<file path="src/fc_pkg.sv">
`default_nettype none

package fc_pkg;

    // Datapath widths
    typedef logic signed [15:0] data_t;
    typedef logic signed [31:0] acc_t;

    // APB widths
    typedef logic [15:0] apb_addr_t;
    typedef logic [31:0] apb_data_t;

    // Region codes in paddr[15:12]
    localparam logic [3:0] REGION_CTRL   = 4'h0;
    localparam logic [3:0] REGION_INPUT  = 4'h1;
    localparam logic [3:0] REGION_BIAS   = 4'h2;
    localparam logic [3:0] REGION_RESULT = 4'h3;
    localparam logic [3:0] REGION_WEIGHT = 4'h8;

    // Offsets inside the CTRL region
    localparam logic [11:0] CTRL_OFFSET   = 12'h000;
    localparam logic [11:0] STATUS_OFFSET = 12'h004;

    // Bit positions in the control and status words
    localparam int CTRL_START_BIT  = 0;
    localparam int STATUS_BUSY_BIT = 0;
    localparam int STATUS_DONE_BIT = 1;

    // Sequencer states
    typedef enum logic [2:0] {
        IDLE,
        CLEAR,
        RUN,
        DRAIN,
        DONE
    } seq_state_t;

endpackage

`default_nettype wire

</file>
<file path="src/activation_buffer.sv">
`timescale 1ns/100ps
`default_nettype none

module activation_buffer #(
    parameter int NUM_INPUTS = 84,
    localparam int IN_W      = $clog2(NUM_INPUTS)
) (
    input  logic            clk,
    input  logic            reset,
    input  logic            in_we,
    input  logic [IN_W-1:0] in_idx,
    input  fc_pkg::data_t   in_data,
    input  logic [IN_W-1:0] rd_idx,
    input  logic            rd_en,
    output fc_pkg::data_t   act
);

    fc_pkg::data_t mem [NUM_INPUTS];
    fc_pkg::data_t sel;
    fc_pkg::data_t relu;

    assign sel = mem[rd_idx];

    // ReLU, negative activations become zero
    assign relu = (sel < 0) ? '0 : sel;

    always_ff @(posedge clk or posedge reset)
    begin
        if (reset)
        begin
            for (int i = 0; i < NUM_INPUTS; i++)
                mem[i] <= '0;
            act <= '0;
        end
        else
        begin
            if (in_we)
                mem[in_idx] <= in_data;
            // Operand lines up with the weight read
            if (rd_en)
                act <= relu;
        end
    end

endmodule

`default_nettype wire

</file>
<file path="config.mk">
export PLATFORM = sky130hd
export DESIGN_NAME = activation_buffer
export DESIGN_NICKNAME = d
export VERILOG_FILES = /design/src/fc_pkg.sv /design/src/activation_buffer.sv
export SDC_FILE = /design/constraint.sdc
export NUM_CORES = 2
export LEC_CHECK = 0
export BUFFER_PORTS_ARGS = -buffer_cell sky130_fd_sc_hd__clkbuf_2
export CORE_ASPECT_RATIO = 2
export CORE_UTILIZATION = 65
export CTS_CLUSTER_SIZE = 12
export DETAILED_ROUTE_END_ITERATION = 6
export PLACE_DENSITY_LB_ADDON = 0.2
export SYNTH_ARGS = -nofsm -noshare
export SYNTH_HDL_FRONTEND = slang
export SYNTH_SLANG_ARGS = --single-unit
</file>
<file path="constraint.sdc">
create_clock -name clk -period 74.5 [get_ports clk]
set_clock_uncertainty 0.15 [all_clocks]
set_input_delay 7.45 -clock clk [delete_from_list [all_inputs] [get_ports clk]]
set_output_delay 7.45 -clock clk [all_outputs]
set_load 0.02 [all_outputs]
</file>
==> results.md <==
* 1st-pass router iterations at 7
* Yosys reg bits at between 1000 and 1500
* P_int at about 1.2 mW
* Synth Warn # at 0
* Final hold vios at 0
* Slowest stage cell, crit path: buf_4
* Placed Instance Area at ~63000 sq um
* Setup TNS at 0 ps
* Die area at 96500 sq um
* Setup violators final at 0
* Post-Syn Area at between 60000 and 70000 sq um
* Peak VDD IR at 0.0230 mV
* Max-cap violations at 0
* PostCTS Resize Cnt at 0
* DR WL/cell at around 33 um
* Hold Path Sink: mem[640]
* Pins over their slew limit at 0
* Clk slew on worst S/H paths at 60 ps
* Switching pwr at 394 uW
* PD cells at approximately 24 nW/um^2
* Storage cell area at ~34000 sq um
* Class of the worst hold path: register to register
* First-pass GRT wire length at 255000 um
* I/O pin count at 50
* Count of cell types in the netlist at 60
* Number of vias per cell at between 7 and 8
* Hold Startpoint: mem[640]
* CTS Hold Bufs at 0
* CP Capture Type: register
* Tot GR Track Use at 0.370
* Area grow syn2layout at 7.19%
* Core area at 94100 sq um
* IO buf count at between 40 and 50
* Clock root cell: clkbuf_16
* Worst Path Required at about 75000 ps
* Ratio of cells with drive above 1 in the final layout at 0.506
* Status: complete, but fails checks
* Routed WL at between 150000 and 200000 um
* Most common cell after layout, fill and taps aside: mux2_2
* Crit start category: primary input
* Worst EP arrival at 12340 ps
* Largest net degree at the start of global routing at 191
* # rows at about 160
* Kind of critical path: primary input to register
* Slew headroom at 0.131
* Most frequent cells in the layout: mux2_2 (1362), dfrtp_1 (1359), mux4_2 (306), clkbuf_16 (141), nand2_1 (117)
* Pleak at between 30 and 40 nW
* Filler cells at approximately 6000
* Avg Synthesized Cell Area at ~16 sq um
* R2R cell count at 6
* Final net count at between 3000 and 4000
* CTS Sinks at 1359
* Clock buffer depth at 3
* Logic pwr share at 0.111
* Clock power share at 0.375
* Violated checks: DRC
* Routability cong. at around 0.94
* Switch share at 0.244
* Die Y at about 440 um
* Hold path depth at 1
* Sequential element share of the synthesized area at 0.549
* H-tree depth at 4
* Minimum clock period at approximately 12000 ps
* Initial antenna violation count at 11
* Post-Syn Instances at about 4000
* Vias in the first global route at approximately 38000
* Crit path max-delay family: buffers and inverters
* Post-synth EDFFs at 0
* Global route total overflow at 0
* Max incr delay on CP at between 800 and 900 ps
* Fin area at ~66000 sq um
* Post-CTS setup buffer count at 0
* Clock Latency Late Sink at between 700 and 800 ps
* CTS tree: yes
* Mapped Nets at between 4000 and 5000
* Reg-to-reg slack, setup at about 70000 ps
* Worst Tran Pin Value at around 1300 ps
* Final core area utilization at 0.705
* RSZ-0062 raised after global routing: false
* Buf/Inv on CP at 4
* DRC at 16
* Sequential power share at 0.515
* Crit-path most repeated cell: buf_4
* Main synth FF type: dfrtp_1
* Ordered cell list for the critical path: buf_8 -> buf_4 -> buf_4 -> buf_4 -> mux4_2 -> mux4_2 -> nand3_1 -> nand3_2 -> o22ai_1
* Final period util at 0.159
* Routed vias at approximately 36000
* Ys async rst share at 1.00
* CTS buffer count at between 100 and 150
* Multi-input logic area at 26100 sq um
* Fmax at between 80 and 90 MHz
* Power Total at 1.61 mW
* Hpwl dp at between 100000 and 150000 um
* Antenna-violating nets left at 0
* RR Startpoint: mem[1295]
* R2R Path End: act[13]
* Die width at around 220 um
* Worst Path Max Fanout at roughly 60
* Drt initial violations at approximately 2800
* Starting Density at 0.658
[layer usage]
metal  up-vias  GRT usage  share of wire
met4         6      0.305          0.099
met3       600     0.0730          0.059
met1     19400      0.432           0.35
li1      14600          -              -
met2      1437      0.590           0.49
met5         -          0        0.00022
[Yosys cell counts, types with 10 or more instances]
master / n / share of area
mux2_2: 1362 / 0.25
dfrtp_1: 1359 / 0.55
mux4_2: 306 / 0.11
clkbuf_1: 262 / 0.016
nand2_1: 117 / 0.0071
mux2i_1: 70 / 0.011
buf_2: 61 / 0.0049
a22oi_1: 42 / 0.0051
nor2_1: 41 / 0.0025
a21oi_1: 34 / 0.0027
o22ai_1: 33 / 0.0033
buf_6: 23 / 0.0042
nand3_1: 23 / 0.0019
a211oi_1: 18 / 0.0022
a31oi_1: 18 / 0.0018
inv_1: 18 / 0.0011
o21ai_0: 16 / 0.0013
a22o_1: 13 / 0.0018
and3_1: 13 / 0.0013
buf_4: 13 / 0.0016
nor3_1: 13 / 0.0011
nor2b_1: 11 / 0.0011
a221oi_1: 10 / 0.0014
nand2b_1: 10 / 0.0010
[how the worst max path moves through the flow]
stage	startpoint	to	slack (ps)	cells after the start
CTS	rd_idx[0]	act[3]	62580	9
global placement	rd_idx[0]	act[5]	61870	9
global route	rd_idx[0]	act[3]	62250	9
detailed placement	rd_idx[0]	act[3]	61810	9
floorplan	reset	act[0]	28590	1
finish	rd_idx[0]	act[13]	62670	9
[final cells by class]
type / count / share of cell area
Timing Repair Buffer: 135 / 0.0144
Sequential cell: 1359 / 0.513
Inverter: 20 / 0.00126
Multi-Input combinational cell: 2241 / 0.394
Clock inverter: 3 / 0.000396
Antenna cell: 12 / 0.000453
Tap cell: 1207 / 0.0228
Clock buffer: 153 / 0.0540
[kinds of logic after synthesis]
logic type / count (synthesis) / synth area share
other: 1 / 0.0000606
muxes: 1750 / 0.375
and+or+nand+nor: 261 / 0.0207
DFF: 1359 / 0.549
buffers and inverters: 391 / 0.0292
AOI/OAI and AO/OA: 229 / 0.0257
[sequential cells by signal, indices dropped and copies added, names as in the netlist]
register	count
mem	1344
act	15
[metrics by stage]
step	setup WS, ps	hold slack [ps]	std cells
6_report	62670	338	5130
4_1_cts	62580	342	5118
3_5_place_dp	61810	329	4962
2_1_floorplan	28590	303	3991
5_1_grt	62250	355	5123
3_3_place_gp	61870	315	4962
[power by group through the flow]
stage	registers, mW	logic, mW	clock network [mW]
3_5_place_dp	0.842	0.177	0
6_report	0.830	0.178	0.604
2_1_floorplan	0.835	0.130	0
4_1_cts	0.829	0.178	0.611
5_1_grt	0.836	0.189	0.636
3_3_place_gp	0.838	0.173	0
[worst reg2reg max path, delay by kind of cell, from the launching register on]
kind             cells  cell delay (ps)
AO/OA/AOI/OAI        3              710
flip-flops           1              390
multiplexers         1              610
AND/OR/NAND/NOR      2             1270
(Power assumes the default switching activity.)
