[config.mk]
export PLATFORM = sky130hd
export DESIGN_NAME = apb_regs
export DESIGN_NICKNAME = d
export VERILOG_FILES = /design/src/fc_pkg.sv /design/src/apb_regs.sv
export SDC_FILE = /design/constraint.sdc
export NUM_CORES = 1
export LEC_CHECK = 0
export BUFFER_PORTS_ARGS = -buffer_cell sky130_fd_sc_hd__buf_2
export CAP_MARGIN = 15
export CORE_AREA = 2 2 196 198
export DETAILED_ROUTE_END_ITERATION = 12
export DIE_AREA = 0 0 198 200
export PLACE_DENSITY_LB_ADDON = 0.15
export SLEW_MARGIN = 20
export SYNTH_ARGS = -nofsm -noshare
export SYNTH_HDL_FRONTEND = slang
export SYNTH_SLANG_ARGS = --single-unit
[constraint.sdc]
create_clock -name clk -period 2.3 [get_ports clk]
set_clock_uncertainty 0.1 [all_clocks]
set_input_delay 0.46 -clock clk [delete_from_list [all_inputs] [get_ports clk]]
set_output_delay 0.46 -clock clk [all_outputs]
set_load 0.03 [all_outputs]
[src/fc_pkg.sv]
`default_nettype none

package fc_pkg;

    // Datapath widths
    typedef logic signed [15:0] data_t;
    typedef logic signed [31:0] acc_t;

    // APB widths
    typedef logic [15:0] apb_addr_t;
    typedef logic [31:0] apb_data_t;

    // Region codes in paddr[15:12]
    localparam logic [3:0] REGION_CTRL   = 4'h0;
    localparam logic [3:0] REGION_INPUT  = 4'h1;
    localparam logic [3:0] REGION_BIAS   = 4'h2;
    localparam logic [3:0] REGION_RESULT = 4'h3;
    localparam logic [3:0] REGION_WEIGHT = 4'h8;

    // Offsets inside the CTRL region
    localparam logic [11:0] CTRL_OFFSET   = 12'h000;
    localparam logic [11:0] STATUS_OFFSET = 12'h004;

    // Bit positions in the control and status words
    localparam int CTRL_START_BIT  = 0;
    localparam int STATUS_BUSY_BIT = 0;
    localparam int STATUS_DONE_BIT = 1;

    // Sequencer states
    typedef enum logic [2:0] {
        IDLE,
        CLEAR,
        RUN,
        DRAIN,
        DONE
    } seq_state_t;

endpackage

`default_nettype wire

[src/apb_regs.sv]
`timescale 1ns/100ps
`default_nettype none

module apb_regs #(
    parameter int NUM_INPUTS  = 84,
    parameter int NUM_OUTPUTS = 10,
    localparam int IN_W       = $clog2(NUM_INPUTS),
    localparam int OUT_W      = $clog2(NUM_OUTPUTS)
) (
    input  logic                           clk,
    input  logic                           reset,
    input  fc_pkg::apb_addr_t              paddr,
    input  logic                           psel,
    input  logic                           penable,
    input  logic                           pwrite,
    input  fc_pkg::apb_data_t              pwdata,
    output fc_pkg::apb_data_t              prdata,
    output logic                           pready,
    input  logic                           busy,
    input  logic                           done,
    input  fc_pkg::acc_t [NUM_OUTPUTS-1:0] results,
    output logic                           in_we,
    output logic [IN_W-1:0]                in_idx,
    output fc_pkg::data_t                  in_data,
    output logic [NUM_OUTPUTS-1:0]         w_we,
    output logic [IN_W-1:0]                w_addr,
    output fc_pkg::data_t                  w_data,
    output logic                           b_we,
    output logic [OUT_W-1:0]               b_idx,
    output fc_pkg::acc_t                   b_data,
    output logic                           start
);

    logic [3:0]        region;
    logic [11:0]       offset;
    logic [9:0]        elem_idx;
    logic [6:0]        w_in_idx;
    logic [5:0]        w_neuron;
    logic              is_weight;
    logic              access;
    logic              wr_ok;
    logic [9:0]        wr_idx;
    fc_pkg::apb_data_t wr_data;

    assign region   = paddr[15:12];
    assign offset   = paddr[11:0];
    assign elem_idx = paddr[11:2];
    assign w_in_idx = paddr[8:2];

    // Weight region fills the upper half, so the neuron field runs up to bit 14
    assign is_weight = (region & fc_pkg::REGION_WEIGHT) == fc_pkg::REGION_WEIGHT;
    assign w_neuron  = paddr[14:9];

    assign access = psel & penable;
    assign wr_ok  = access & pwrite & ~busy;

    // No wait states
    assign pready = 1'b1;

    always_ff @(posedge clk or posedge reset)
    begin
        if (reset)
        begin
            in_we <= 1'b0;
            w_we  <= '0;
            b_we  <= 1'b0;
            start <= 1'b0;
        end
        else
        begin
            in_we <= wr_ok && !is_weight && region == fc_pkg::REGION_INPUT
                     && elem_idx < NUM_INPUTS;
            b_we  <= wr_ok && !is_weight && region == fc_pkg::REGION_BIAS
                     && elem_idx < NUM_OUTPUTS;
            start <= wr_ok && !is_weight && region == fc_pkg::REGION_CTRL
                     && offset == fc_pkg::CTRL_OFFSET && pwdata[fc_pkg::CTRL_START_BIT];
            w_we  <= '0;
            if (wr_ok && is_weight && w_in_idx < NUM_INPUTS && w_neuron < NUM_OUTPUTS)
                w_we[w_neuron[OUT_W-1:0]] <= 1'b1;
        end
    end

    // Index and data shared by all storage strobes
    always_ff @(posedge clk)
    begin
        if (wr_ok)
        begin
            wr_idx  <= elem_idx;
            wr_data <= pwdata;
        end
    end

    // Input index of a weight sits in the same bits as an element index
    assign in_idx  = wr_idx[IN_W-1:0];
    assign w_addr  = wr_idx[IN_W-1:0];
    assign b_idx   = wr_idx[OUT_W-1:0];
    assign in_data = wr_data[15:0];
    assign w_data  = wr_data[15:0];
    assign b_data  = wr_data;

    always_comb
    begin
        prdata = '0;
        if (access && !pwrite)
        begin
            if (region == fc_pkg::REGION_CTRL && offset == fc_pkg::STATUS_OFFSET)
            begin
                prdata[fc_pkg::STATUS_BUSY_BIT] = busy;
                prdata[fc_pkg::STATUS_DONE_BIT] = done;
            end
            else if (region == fc_pkg::REGION_RESULT && elem_idx < NUM_OUTPUTS)
                prdata = results[elem_idx[OUT_W-1:0]];
        end
    end

endmodule

`default_nettype wire

==> key figures <==
Power
  • Gate power share: 0.384
  • P_int: 2.254 mW
  • Leakage Power: 4.325 nW
  • Max IR drop VDD: 0.2251 mV
  • Clock share of power: 0.279
  • P_sw: 0.8479 mW
  • Cell Pwr Density: approximately 340 nW/µm²
  • Sw frac: 0.2734
  • Sequential power share: 0.337

Place
  • DP Worst Slack: -399.1 ps
  • PortBufs: 501
  • Routability cong.: 0.7629
  • HPWL Detailed: 23060 µm

Global route
  • Gr ovfl total: 0
  • First-pass GRT wire length: around 39000 µm
  • GR Util All Layers: 0.1350
  • Number of global-route vias before repair: 5951
  • Initial antenna violation count: 13
  • Largest net degree at the start of global routing: 40

Floorplan
  • Core area: 37400 µm²
  • Initial core utilization: 0.1302
  • Die width: 198 µm
  • DIE AREA: 39600 µm²
  • Io pins: 503
  • Die Y: 200 µm
  • FP Rows: 71

Detailed routing
  • Routed Wire Length: 28450 µm
  • DR iter-0 viols: between 100 and 150
  • TritonRoute pass-1 iters: 4
  • DR vias/cell: 3.845
  • Routed len/inst: 19.90 µm
  • DRC viols: 0
  • Post-route ant nets: 0
  • Vias: 5498

Critical path
  • WP data required: around 1700 ps
  • WP data arrival: around 2000 ps
  • Crit Path Category: input port to output pin
  • Critical Path Fanout Max: 2
  • Setup crit start kind: input port
  • CP endpoint kind: output pin

Finish
  • Share of cells above drive strength 1: 0.7643
  • Fin util: 0.2455
  • # fillers: 4131
  • Area delta synth->final: 88.56%
  • Nets: 1286

Synthesis
  • Synth top area share: 0.2961
  • Synth Flop Type: edfxtp_1
  • YS warnings: 0
  • Post-Synthesis Cells: 406
  • Post-synth top area cell: mux4_2
  • Mapped Area: 4868 µm²
  • Synth Area per Inst: 11.99 µm²
  • Synth cell types: 42
  • Yosys reg bits: 52
  • Post-synth EDFFs: 39
  • Synth async-reset ratio: 0.2500
  • Seq/Total Area, Yosys: 0.3074
  • Area contributors post-synth: mux4_2 30%, edfxtp_1 24%, buf_4 6.9%
  • Syn Nets: about 780

Clocking
  • Sink Count: 52
  • Clock Tree Buf Depth: 2
  • CTS tree: built
  • Cts bufs inserted: 5
  • CTS Hold Bufs: 0
  • H-tree Lvls: 2
  • Root Buffer: clkbuf_16
  • Clk slew on worst S/H paths: about 70 ps

Timing
  • Final Critical Period: around 2500 ps
  • Final period utilization: 1.090
  • Final Hold Fails: 0
  • RSZ-0062 raised after global routing: true
  • Fmax: 0.3991 GHz
  • Max Slew Vio Count: 0
  • Hold Worst Slack: 86.14 ps
  • Slack of the critical path: -205.9 ps
  • # setup viols final: 32

Run status
  • Status: complete, but fails checks
  • Failing checks: negative setup slack

Flow run
  • Max Cap Viol: 0

Hold path
  • Worst Hold Class: input port to async pin
synthesized netlist by cell type (all sizes together) (6+ instances only):
master,n
mux4,64
and3,29
o22ai,30
clkbuf,10
dfrtp,13
buf,71
o21ai,6
mux2i,33
nand2b,29
edfxtp,39
nor2,42
power groups by stage:
| stage | clock, mW | combinational, mW | sequential, mW |
|---|---|---|---|
| 2_1_floorplan | 0 | 0.526 | 1.11 |
| 3_3_place_gp | 0 | 1.08 | 1.07 |
| 3_5_place_dp | 0 | 1.09 | 1.07 |
| 4_1_cts | 0.911 | 1.20 | 1.05 |
| 5_1_grt | 0.945 | 1.29 | 1.05 |
| 6_report | 0.866 | 1.19 | 1.05 |
worst max-delay path: stages:
cell and delay (ps):
buf_6 90, or4_4 560, nor4_4 190, nor4b_4 310, a22o_2 210, buf_6 120
sequential cells by signal, summed over array words and instances, names as in the netlist:
name and flops:
start 1, b_data 32, in_we 1, w_we 10, b_we 1, wr_idx 7
logic make-up (layout without fill, tap and decap cells):
family,after synthesis,after routing,synth area share
buffers and inverters,86,592,0.1185
AND/OR/NAND/NOR,129,129,0.1557
other,1,8,0.0007703
flip-flops,52,52,0.3074
AO/OA/AOI/OAI,41,41,0.05372
multiplexers,97,97,0.3639
per-stage QoR:
| stage | TNS, ps | cell area (µm²) | total power, mW | instances |
|---|---|---|---|---|
| after floorplan | -404.7 | 4935 | 1.634 | 406 |
| after global placement | -9806 | 8048 | 2.149 | 1391 |
| after detailed placement | -9701 | 8048 | 2.153 | 1391 |
| after CTS | -5603 | 9014 | 3.156 | 1418 |
| after global routing | -6821 | 9175 | 3.287 | 1428 |
| final | -5129 | 9180 | 3.102 | 1430 |
path summary, 6_finish.rpt:
check | start | cells past startpoint | end | slack, ps
setup / recovery | paddr[1] | 6 | prdata[0] | -210
hold / removal | reset | 2 | w_we[8]$_DFF_PP0_ | 90
max in group asynchronous | reset | 2 | w_we[1]$_DFF_PP0_ | 1680
min in group clk | pwdata[28] | 1 | b_data[28]$_DFFE_PN_ | 240
cell type report:
cell class              count  area [µm²]  area share
diodes                      7       17.52    0.001908
clock buffers               8       178.9     0.01949
inverters                   5       18.77    0.002044
multi-input cells         268        2994      0.3262
flip-flops and latches     52        1496      0.1630
well taps                 511       639.4     0.06965
repair buffers            579        3835      0.4177
cell usage in the layout (no fill, tap or decap), types with 13 or more instances in the layout:
cell	count
buf_12	13
dfrtp_1	13
buf_2	463
nor2_1	38
o22ai_1	28
edfxtp_1	39
mux4_2	64
buf_6	41
nand2b_1	29
and3_4	28
mux2i_1	32
buf_4	45
per-layer routing:
| metal | share of wire | GRT usage |
|---|---|---|
| met5 | 0.0020 | 0 |
| met4 | 0.011 | 0.03008 |
| met3 | 0.073 | 0.03427 |
| met2 | 0.56 | 0.2680 |
| met1 | 0.36 | 0.1417 |
what timing repair did:
item / CTS / global route
resized for setup: 113 / 17
endpoints found under the setup margin: 32 / 32
gates cloned: 10 / 2
pin swaps: 11 / 3
setup buffers: 9 / 3
(Power assumes the default switching activity.)
