$ cat src/fc_pkg.sv
`default_nettype none

package fc_pkg;

    // Datapath widths
    typedef logic signed [15:0] data_t;
    typedef logic signed [31:0] acc_t;

    // APB widths
    typedef logic [15:0] apb_addr_t;
    typedef logic [31:0] apb_data_t;

    // Region codes in paddr[15:12]
    localparam logic [3:0] REGION_CTRL   = 4'h0;
    localparam logic [3:0] REGION_INPUT  = 4'h1;
    localparam logic [3:0] REGION_BIAS   = 4'h2;
    localparam logic [3:0] REGION_RESULT = 4'h3;
    localparam logic [3:0] REGION_WEIGHT = 4'h8;

    // Offsets inside the CTRL region
    localparam logic [11:0] CTRL_OFFSET   = 12'h000;
    localparam logic [11:0] STATUS_OFFSET = 12'h004;

    // Bit positions in the control and status words
    localparam int CTRL_START_BIT  = 0;
    localparam int STATUS_BUSY_BIT = 0;
    localparam int STATUS_DONE_BIT = 1;

    // Sequencer states
    typedef enum logic [2:0] {
        IDLE,
        CLEAR,
        RUN,
        DRAIN,
        DONE
    } seq_state_t;

endpackage

`default_nettype wire

$ cat src/fc_sequencer.sv
`timescale 1ns/100ps
`default_nettype none

module fc_sequencer #(
    parameter int NUM_INPUTS = 84,
    localparam int IN_W      = $clog2(NUM_INPUTS)
) (
    input  logic            clk,
    input  logic            reset,
    input  logic            start,
    output logic [IN_W-1:0] rd_idx,
    output logic            rd_en,
    output logic            clear_acc,
    output logic            acc_en,
    output logic            latch,
    output logic            busy,
    output logic            done
);

    localparam logic [IN_W-1:0] LAST_IDX = IN_W'(NUM_INPUTS - 1);

    fc_pkg::seq_state_t state;
    logic [IN_W-1:0]    idx;

    always_ff @(posedge clk or posedge reset)
    begin
        if (reset)
        begin
            state  <= fc_pkg::IDLE;
            idx    <= '0;
            acc_en <= 1'b0;
            latch  <= 1'b0;
        end
        else
        begin
            // Memory and operand registers add one cycle of latency
            acc_en <= rd_en;
            // Last accumulate lands at the end of DRAIN
            latch  <= (state == fc_pkg::DRAIN);

            case (state)
                fc_pkg::IDLE,
                fc_pkg::DONE:
                begin
                    if (start)
                        state <= fc_pkg::CLEAR;
                end
                fc_pkg::CLEAR:
                begin
                    idx   <= '0;
                    state <= fc_pkg::RUN;
                end
                fc_pkg::RUN:
                begin
                    idx <= idx + 1'b1;
                    if (idx == LAST_IDX)
                        state <= fc_pkg::DRAIN;
                end
                fc_pkg::DRAIN:
                    state <= fc_pkg::DONE;
                default:
                    state <= fc_pkg::IDLE;
            endcase
        end
    end

    assign rd_idx    = idx;
    assign rd_en     = (state == fc_pkg::RUN);
    assign clear_acc = (state == fc_pkg::CLEAR);
    assign busy      = (state == fc_pkg::CLEAR) || (state == fc_pkg::RUN)
                       || (state == fc_pkg::DRAIN);
    // Stays up until the next start
    assign done      = (state == fc_pkg::DONE);

endmodule

`default_nettype wire

$ cat config.mk
export PLATFORM = sky130hd
export DESIGN_NAME = fc_sequencer
export DESIGN_NICKNAME = d
export VERILOG_FILES = /design/src/fc_pkg.sv /design/src/fc_sequencer.sv
export SDC_FILE = /design/constraint.sdc
export NUM_CORES = 1
export LEC_CHECK = 0
export BUFFER_PORTS_ARGS = -buffer_cell sky130_fd_sc_hd__buf_4
export CAP_MARGIN = 20
export CELL_PAD_IN_SITES_DETAIL_PLACEMENT = 1
export CELL_PAD_IN_SITES_GLOBAL_PLACEMENT = 1
export CORE_UTILIZATION = 42
export CTS_BUF_LIST = sky130_fd_sc_hd__clkbuf_8
export CTS_CLUSTER_DIAMETER = 100
export DETAILED_ROUTE_END_ITERATION = 8
export GPL_ROUTABILITY_DRIVEN = 0
export PLACE_DENSITY_LB_ADDON = 0.1
export SLEW_MARGIN = 20
export SYNTH_ARGS = -nofsm -noshare
export SYNTH_HDL_FRONTEND = slang
export SYNTH_SLANG_ARGS = --single-unit
export TNS_END_PERCENT = 20
$ cat constraint.sdc
create_clock -name clk -period 2.54 [get_ports clk]
set_input_delay 0.381 -clock clk [delete_from_list [all_inputs] [get_ports clk]]
set_output_delay 0.381 -clock clk [all_outputs]
set_load 0.03 [all_outputs]
==> impl_metrics.toml, run 1 <==
[yosys]
synth_top_family_by_area = "simple AND/OR/NAND/NOR gates"
synth_compound_area_share_pct = 14.1
synthAdderAreaFrac_pct = 2.16
synth_nets = 60
syn-instance-count = 56
yosys_warnings = 0
muxShareOfSynthArea_pct = 1.73
synthXorXnorAreaFrac_pct = 4.55
yosysSeqAreaShare_pct = 51.9
synth_area_um2 = 578
synth-simple-area-share_pct = 21.6
ys_types = 25
ys_seq_elements = 12
avgSynthCellArea_um2 = 10.3

[die]
coreArea_um2 = 1280
rows = 13
initial_core_util_pct = 45.0
die_h_um = 39.1
ioPinCount = 16
dieArea_um2 = 1530
chipWidth_um = 39.1

[power_and_ir_drop]
p_leak_nw = 0.361
pwr_density_cell_nw_per_um2 = 487
power_uw = 364
vdd_drop_max_mv = 0.332

[drt]
drc = 0
wl_um = 1290
drt-initial-drc-count = 7
postRouteAntennaNets = 0
vias = 481
first_pass_iters = 3
wl_per_cell_um = 14.7
vias_per_cell = 5.47

[timing]
timing.hold.ws_ps = 154
fin_crit_ps = 1900
layout_setup_ws_ps = 638
finalHoldViolCount = 0
maxSlewHeadroom_pct = 69.9
setup_viol = 0
skew_ps = 1.52
drv_slew = 0
rsz0062_at_grt = "false"
max_freq_mhz = 526
worstMarginPinSlew_ps = 450
setup_tns_ps = 0
finalCritPeriodShare_pct = 74.9

[setup_path]
start_kind = "flop"
crit_type = "reg -> out"
crit_path_end_kind = "output port"
required_ps = 2160
crit_arrival_ps = 1520
path_max_fanout = 11

[cts]
clock_latency_ps = 230
cts_buffer_depth = 2
cts_tree = "built"
cts.clk_slew.worst_paths_ps = 50
h-tree-depth = 1
clock-sinks = 12
hold_buffers = 0
cts_inserted_buffers = 3
ctsResizeCount = 0
root_buffer = "clkbuf_8"
post_cts_buffers = 0

[place]
place.port_buffers = 15
dp.cells = 85
dpl-instance-area_um2 = 706
dp_hpwl_um = 976
post-place-ws_ps = 883

[global_route]
grt_start_max_net_pins = 13
grt_pass1_vias = 463
globalRouteOverflowTotal = 0
grt_util_all_layers_pct = 21.6
antenna_found_initial = 0
grt_pass1_wl_um = 2150

[cells_and_area]
drive_above_1_share_pct = 27.4
multi_input_area_um2 = 255
layout_commonest_cell = "buf_4"
final_util_pct = 58.1
antenna_cells = 0
regArea_um2 = 300
layout_common_cells = "buf_4, dfrtp_1, nand3_1"
nets = 79
syn2layout_area_growth_pct = 29.2
fin_cells = 88
nFillCells = 148
final_area_um2 = 747

[outcome]
outcome = "finished clean"

[job]
max_cap_violations = 0

[hold_path]
min_path_type = "in -> async"
[sequential cells by signal (all words and copies together) (netlist names)]
| name | count |
|---|---|
| rd_idx | 7 |
| state | 3 |
| latch | 1 |
| acc_en | 1 |
[area by class of cell]
| cell class | count | area share [%] |
|---|---|---|
| multi-input combinational | 38 | 34.2 |
| tap | 15 | 2.51 |
| inverter | 5 | 2.51 |
| timing repair buffer | 15 | 15.1 |
| clock buffer | 3 | 5.53 |
| sequential | 12 | 40.2 |
[per-layer routing]
metal,global-route usage [%],vias up,wire length (um)
met4,12.9,0,0
met1,30.0,231,648
met5,0,-,0
met2,30.8,13,595
met3,3.47,0,48
li1,-,237,-
[critical path, cell delays in order, from the launching register on]
cell and delay [ps]:
dfrtp_1 470, or3b_4 450, clkinv_1 170, buf_4 190
[worst paths after layout]
kind	startpoint	to	slack (ps)	cells past startpoint
max	state[2]	rd_en	640	3
min	reset	rd_idx[5]	150	2
max reg2reg	state[2]	rd_idx[5]	930	3
min reg2reg	state[0]	state[0]	560	1
max in group asynchronous	reset	rd_idx[2]	2080	2
min in group clk	start	state[0]	420	3
[synth_stat cells]
library cell  instances  area share, %
clkbuf_1              1           0.65
o21ai_0               4            3.5
a211oi_1              1            1.3
and2_1                1            1.1
nand2b_1              1            1.1
or2_2                 1            1.1
or3b_4                1            1.9
and3b_1               1            1.5
a22o_1                3            4.5
inv_1                 4            2.6
dfrtp_1              12             52
a21o_1                1            1.3
xnor2_1               3            4.5
nor2_1                2            1.3
nand3_1               6            5.2
or4_1                 2            2.6
a21oi_1               1           0.86
nand2_1               3            1.9
and4b_1               1            1.7
clkinv_1              1           0.65
nor3_1                1           0.86
nor3b_1               1            1.3
o211ai_1              2            2.6
ha_1                  1            2.2
mux2i_1               1            1.7
[logic make-up after synthesis]
logic type      count (synthesis)
mux                             1
flops                          12
fa+ha+maj                       1
xor+xnor                        3
simple gates                   21
buf+inv                         6
compound gates                 12
[power by group]
group | internal, mW | switching (mW)
Sequential | 0.192 | 0
Clock | 0.104 | 0.0620
Combinational | 0.00215 | 0.00433
Total | 0.298 | 0.0663
Power figures use the tool's default switching activity.
==> run 2, diff against run 1 <==
--- a/config.mk
+++ b/config.mk
@@ -5,11 +5,12 @@
 export SDC_FILE = /design/constraint.sdc
 export NUM_CORES = 1
 export LEC_CHECK = 0
+export ABC_AREA = 1
 export BUFFER_PORTS_ARGS = -buffer_cell sky130_fd_sc_hd__buf_4
 export CAP_MARGIN = 20
 export CELL_PAD_IN_SITES_DETAIL_PLACEMENT = 1
 export CELL_PAD_IN_SITES_GLOBAL_PLACEMENT = 1
-export CORE_UTILIZATION = 42
+export CORE_UTILIZATION = 38
 export CTS_BUF_LIST = sky130_fd_sc_hd__clkbuf_8
 export CTS_CLUSTER_DIAMETER = 100
 export DETAILED_ROUTE_END_ITERATION = 8
==> constraint.sdc (replaced) <==
create_clock -name clk -period 2 [get_ports clk]
set_input_delay 0.3 -clock clk [delete_from_list [all_inputs] [get_ports clk]]
set_output_delay 0.3 -clock clk [all_outputs]
set_load 0.03 [all_outputs]
==> run 2 against run 1 <==
Effect of this change: core utilization fell by 6.3 points; first-iteration DRC count down 71%; sequential cell count unchanged; die area rose by 15%; synthesized area grew 5.0%; critical path depth grew 1; global-route usage shrank 1.7 points; hold slack got worse by 77 ps; sequential power is 110% higher; worst setup slack got worse by 130 ps; clock skew grew 3.4 ps; critical path type unchanged.
==> impl_metrics.toml, run 2 <==
[cells_and_area]
final_area_um2 = 781
layout_common_cells = "nand2_1, buf_4, dfrtp_1"
fin_cells = 108
drive_above_1_share_pct = 30.4
antenna_cells = 0
syn2layout_area_growth_pct = 28.7
nets = 98
largest_reg_flops = 7
layout_commonest_cell = "nand2_1"

[drt]
postRouteAntennaNets = 0
drc = 0
wl_per_cell_um = 13.5
wl_um = 1460
first_pass_iters = 2
vias = 549
vias_per_cell = 5.08
drt-initial-drc-count = 2

[die]
die_h_um = 42.0
rows = 14
chipWidth_um = 42.0
coreArea_um2 = 1510
dieArea_um2 = 1760
ioPinCount = 16
initial_core_util_pct = 40.3

[global_route]
grt_util_all_layers_pct = 19.9
use_met2_pct = 34.1
grt_pass1_vias = 572
grt-busiest-layer = "met2"
globalRouteOverflowTotal = 0
grt_util_met3_pct = 3.04
grt_pass1_wl_um = 2590
grt.met1_usage_pct = 23.9
antenna_found_initial = 0
grt_start_max_net_pins = 13

[place]
place.port_buffers = 15
dpl-instance-area_um2 = 739
dp.cells = 105
dp_hpwl_um = 1150

[power_and_ir_drop]
p_leak_nw = 0.425
p_int_uw = 641
vdd_drop_max_mv = 1.00
switching_share_pct = 46.8
power_frac_comb_pct = 49.6
pwr_density_cell_nw_per_um2 = 1540
p_seq_share_pct = 32.7
clkPwrFrac_pct = 17.7
switchingPower_uw = 565

[timing]
maxSlewHeadroom_pct = 68.7
finalHoldViolCount = 0
skew_ps = 4.96
setup_tns_ps = 0
drv_slew = 0
fin_crit_ps = 1490
finalCritPeriodShare_pct = 74.6
rsz0062_at_grt = "false"
setup_viol = 0
max_freq_mhz = 670
worstMarginPinSlew_ps = 470

[yosys]
synth_area_um2 = 607
ys_seq_elements = 12
avgSynthCellArea_um2 = 8.20
synthTopCellsByCount = "nand2_1, dfrtp_1, nor2_1"
syn-instance-count = 74
async_reset_ff_share_pct = 100
yosys.area.top_type = "dfrtp_1"
yosys_warnings = 0
synth_nets = 78
synth_top_area_share_pct = 49.5
yosysSeqAreaShare_pct = 49.5
yosysMostFrequentCell = "nand2_1"
synthFlopType = "dfrtp_1"
ys_types = 21
synth_area_leaders = "dfrtp_1, nand2_1, nor2_1, nand3_1, nand3_2"
synth_edf_count = 0

[setup_path]
start_kind = "flop"
cp_slowest_cell = "dfrtp_1"
required_ps = 1700
path_max_fanout = 7
critPathTopFamily = "buffers and inverters"
crit_type = "reg -> out"
crit_arrival_ps = 1190
cp_cell_sequence = "inv_2 > nand3_2 > inv_4 > buf_4"
crit_path_end_kind = "output port"
cp_num_buf_inv = 3
slowest_delay_ps = 400

[cts]
clock-sinks = 12
cts.clk_slew.worst_paths_ps = 50
h-tree-depth = 1
cts_buffer_depth = 2
ctsResizeCount = 0
cts_tree = "built"
post_cts_buffers = 0
root_buffer = "clkbuf_8"
hold_buffers = 0
cts_inserted_buffers = 3
clock_latency_ps = 240

[outcome]
outcome = "finished clean"

[hold_path]
min_path_type = "in -> async"

[job]
max_cap_violations = 0
[run 2: changes by cell type after synthesis, moves of 2 or more]
cell / delta
nand2_1: +17
nor2_1: +7
inv_2: +4
a22o_1: -3
o21ai_1: +3
xnor2_1: -3
nand3_2: +2
o211ai_1: -2
o21ai_0: -2
or4_1: -2
[run 2: worst reg2reg max path, cell delays in order (launching register included)]
cell and delay (ps):
dfrtp_1 420, ha_1 240, nand2_2 100, nor2_4 130, nand3_1 70, nand3_1 90, nand2_1 50
[run 2: per-stage QoR]
step / setup slack, ps / hold WS [ps] / total power, mW / utilization (%)
finish: 507 / 77.6 / 1.21 / 51.8
CTS: 490 / 92.6 / 1.22 / 51.8
floorplan: 653 / 165 / 0.787 / -
detailed placement: 745 / 346 / 1.00 / 49.1
global route: 442 / 131 / 1.29 / 51.8
global placement: 764 / 342 / 0.993 / 49.1
[run 2: power by group through the flow]
stage	Sequential, mW	Clock (mW)	Combinational [mW]
2_1_floorplan	0.468	0	0.319
3_3_place_gp	0.395	0	0.597
3_5_place_dp	0.398	0	0.606
4_1_cts	0.396	0.220	0.609
5_1_grt	0.406	0.227	0.661
6_report	0.394	0.214	0.598
[run 2: final timing paths]
kind / startpoint / to / slack (ps) / depth (start not counted)
worst max-delay path: state[2] / rd_en / 510 / 4
worst min-delay path: reset / acc_en / 80 / 2
worst max register to register: rd_idx[0] / rd_idx[6] / 800 / 6
worst min register to register: state[2] / latch / 470 / 1
max in group asynchronous: reset / rd_idx[0] / 1600 / 2
min in group clk: start / state[2] / 370 / 3
[run 2: kinds of logic after synthesis]
kind of cell / share of synthesized area (%)
flops: 49.5
simple gates: 33.4
compound gates: 8.45
fa+ha+maj: 2.06
buf+inv: 6.60
[run 2: cell type report]
cell class	instances	area, um^2
inverters	10	40.0
flip-flops and latches	12	300
well taps	16	20.0
multi-input cells	52	267
fillers	197	726
clock buffers	3	41.3
repair buffers	15	113
[run 2: per-layer routing]
| layer | routed length [um] | vias up |
|---|---|---|
| met5 | 0 | - |
| met4 | 33 | 0 |
| met3 | 52 | 5 |
| met2 | 749 | 13 |
| met1 | 623 | 257 |
| li1 | - | 274 |
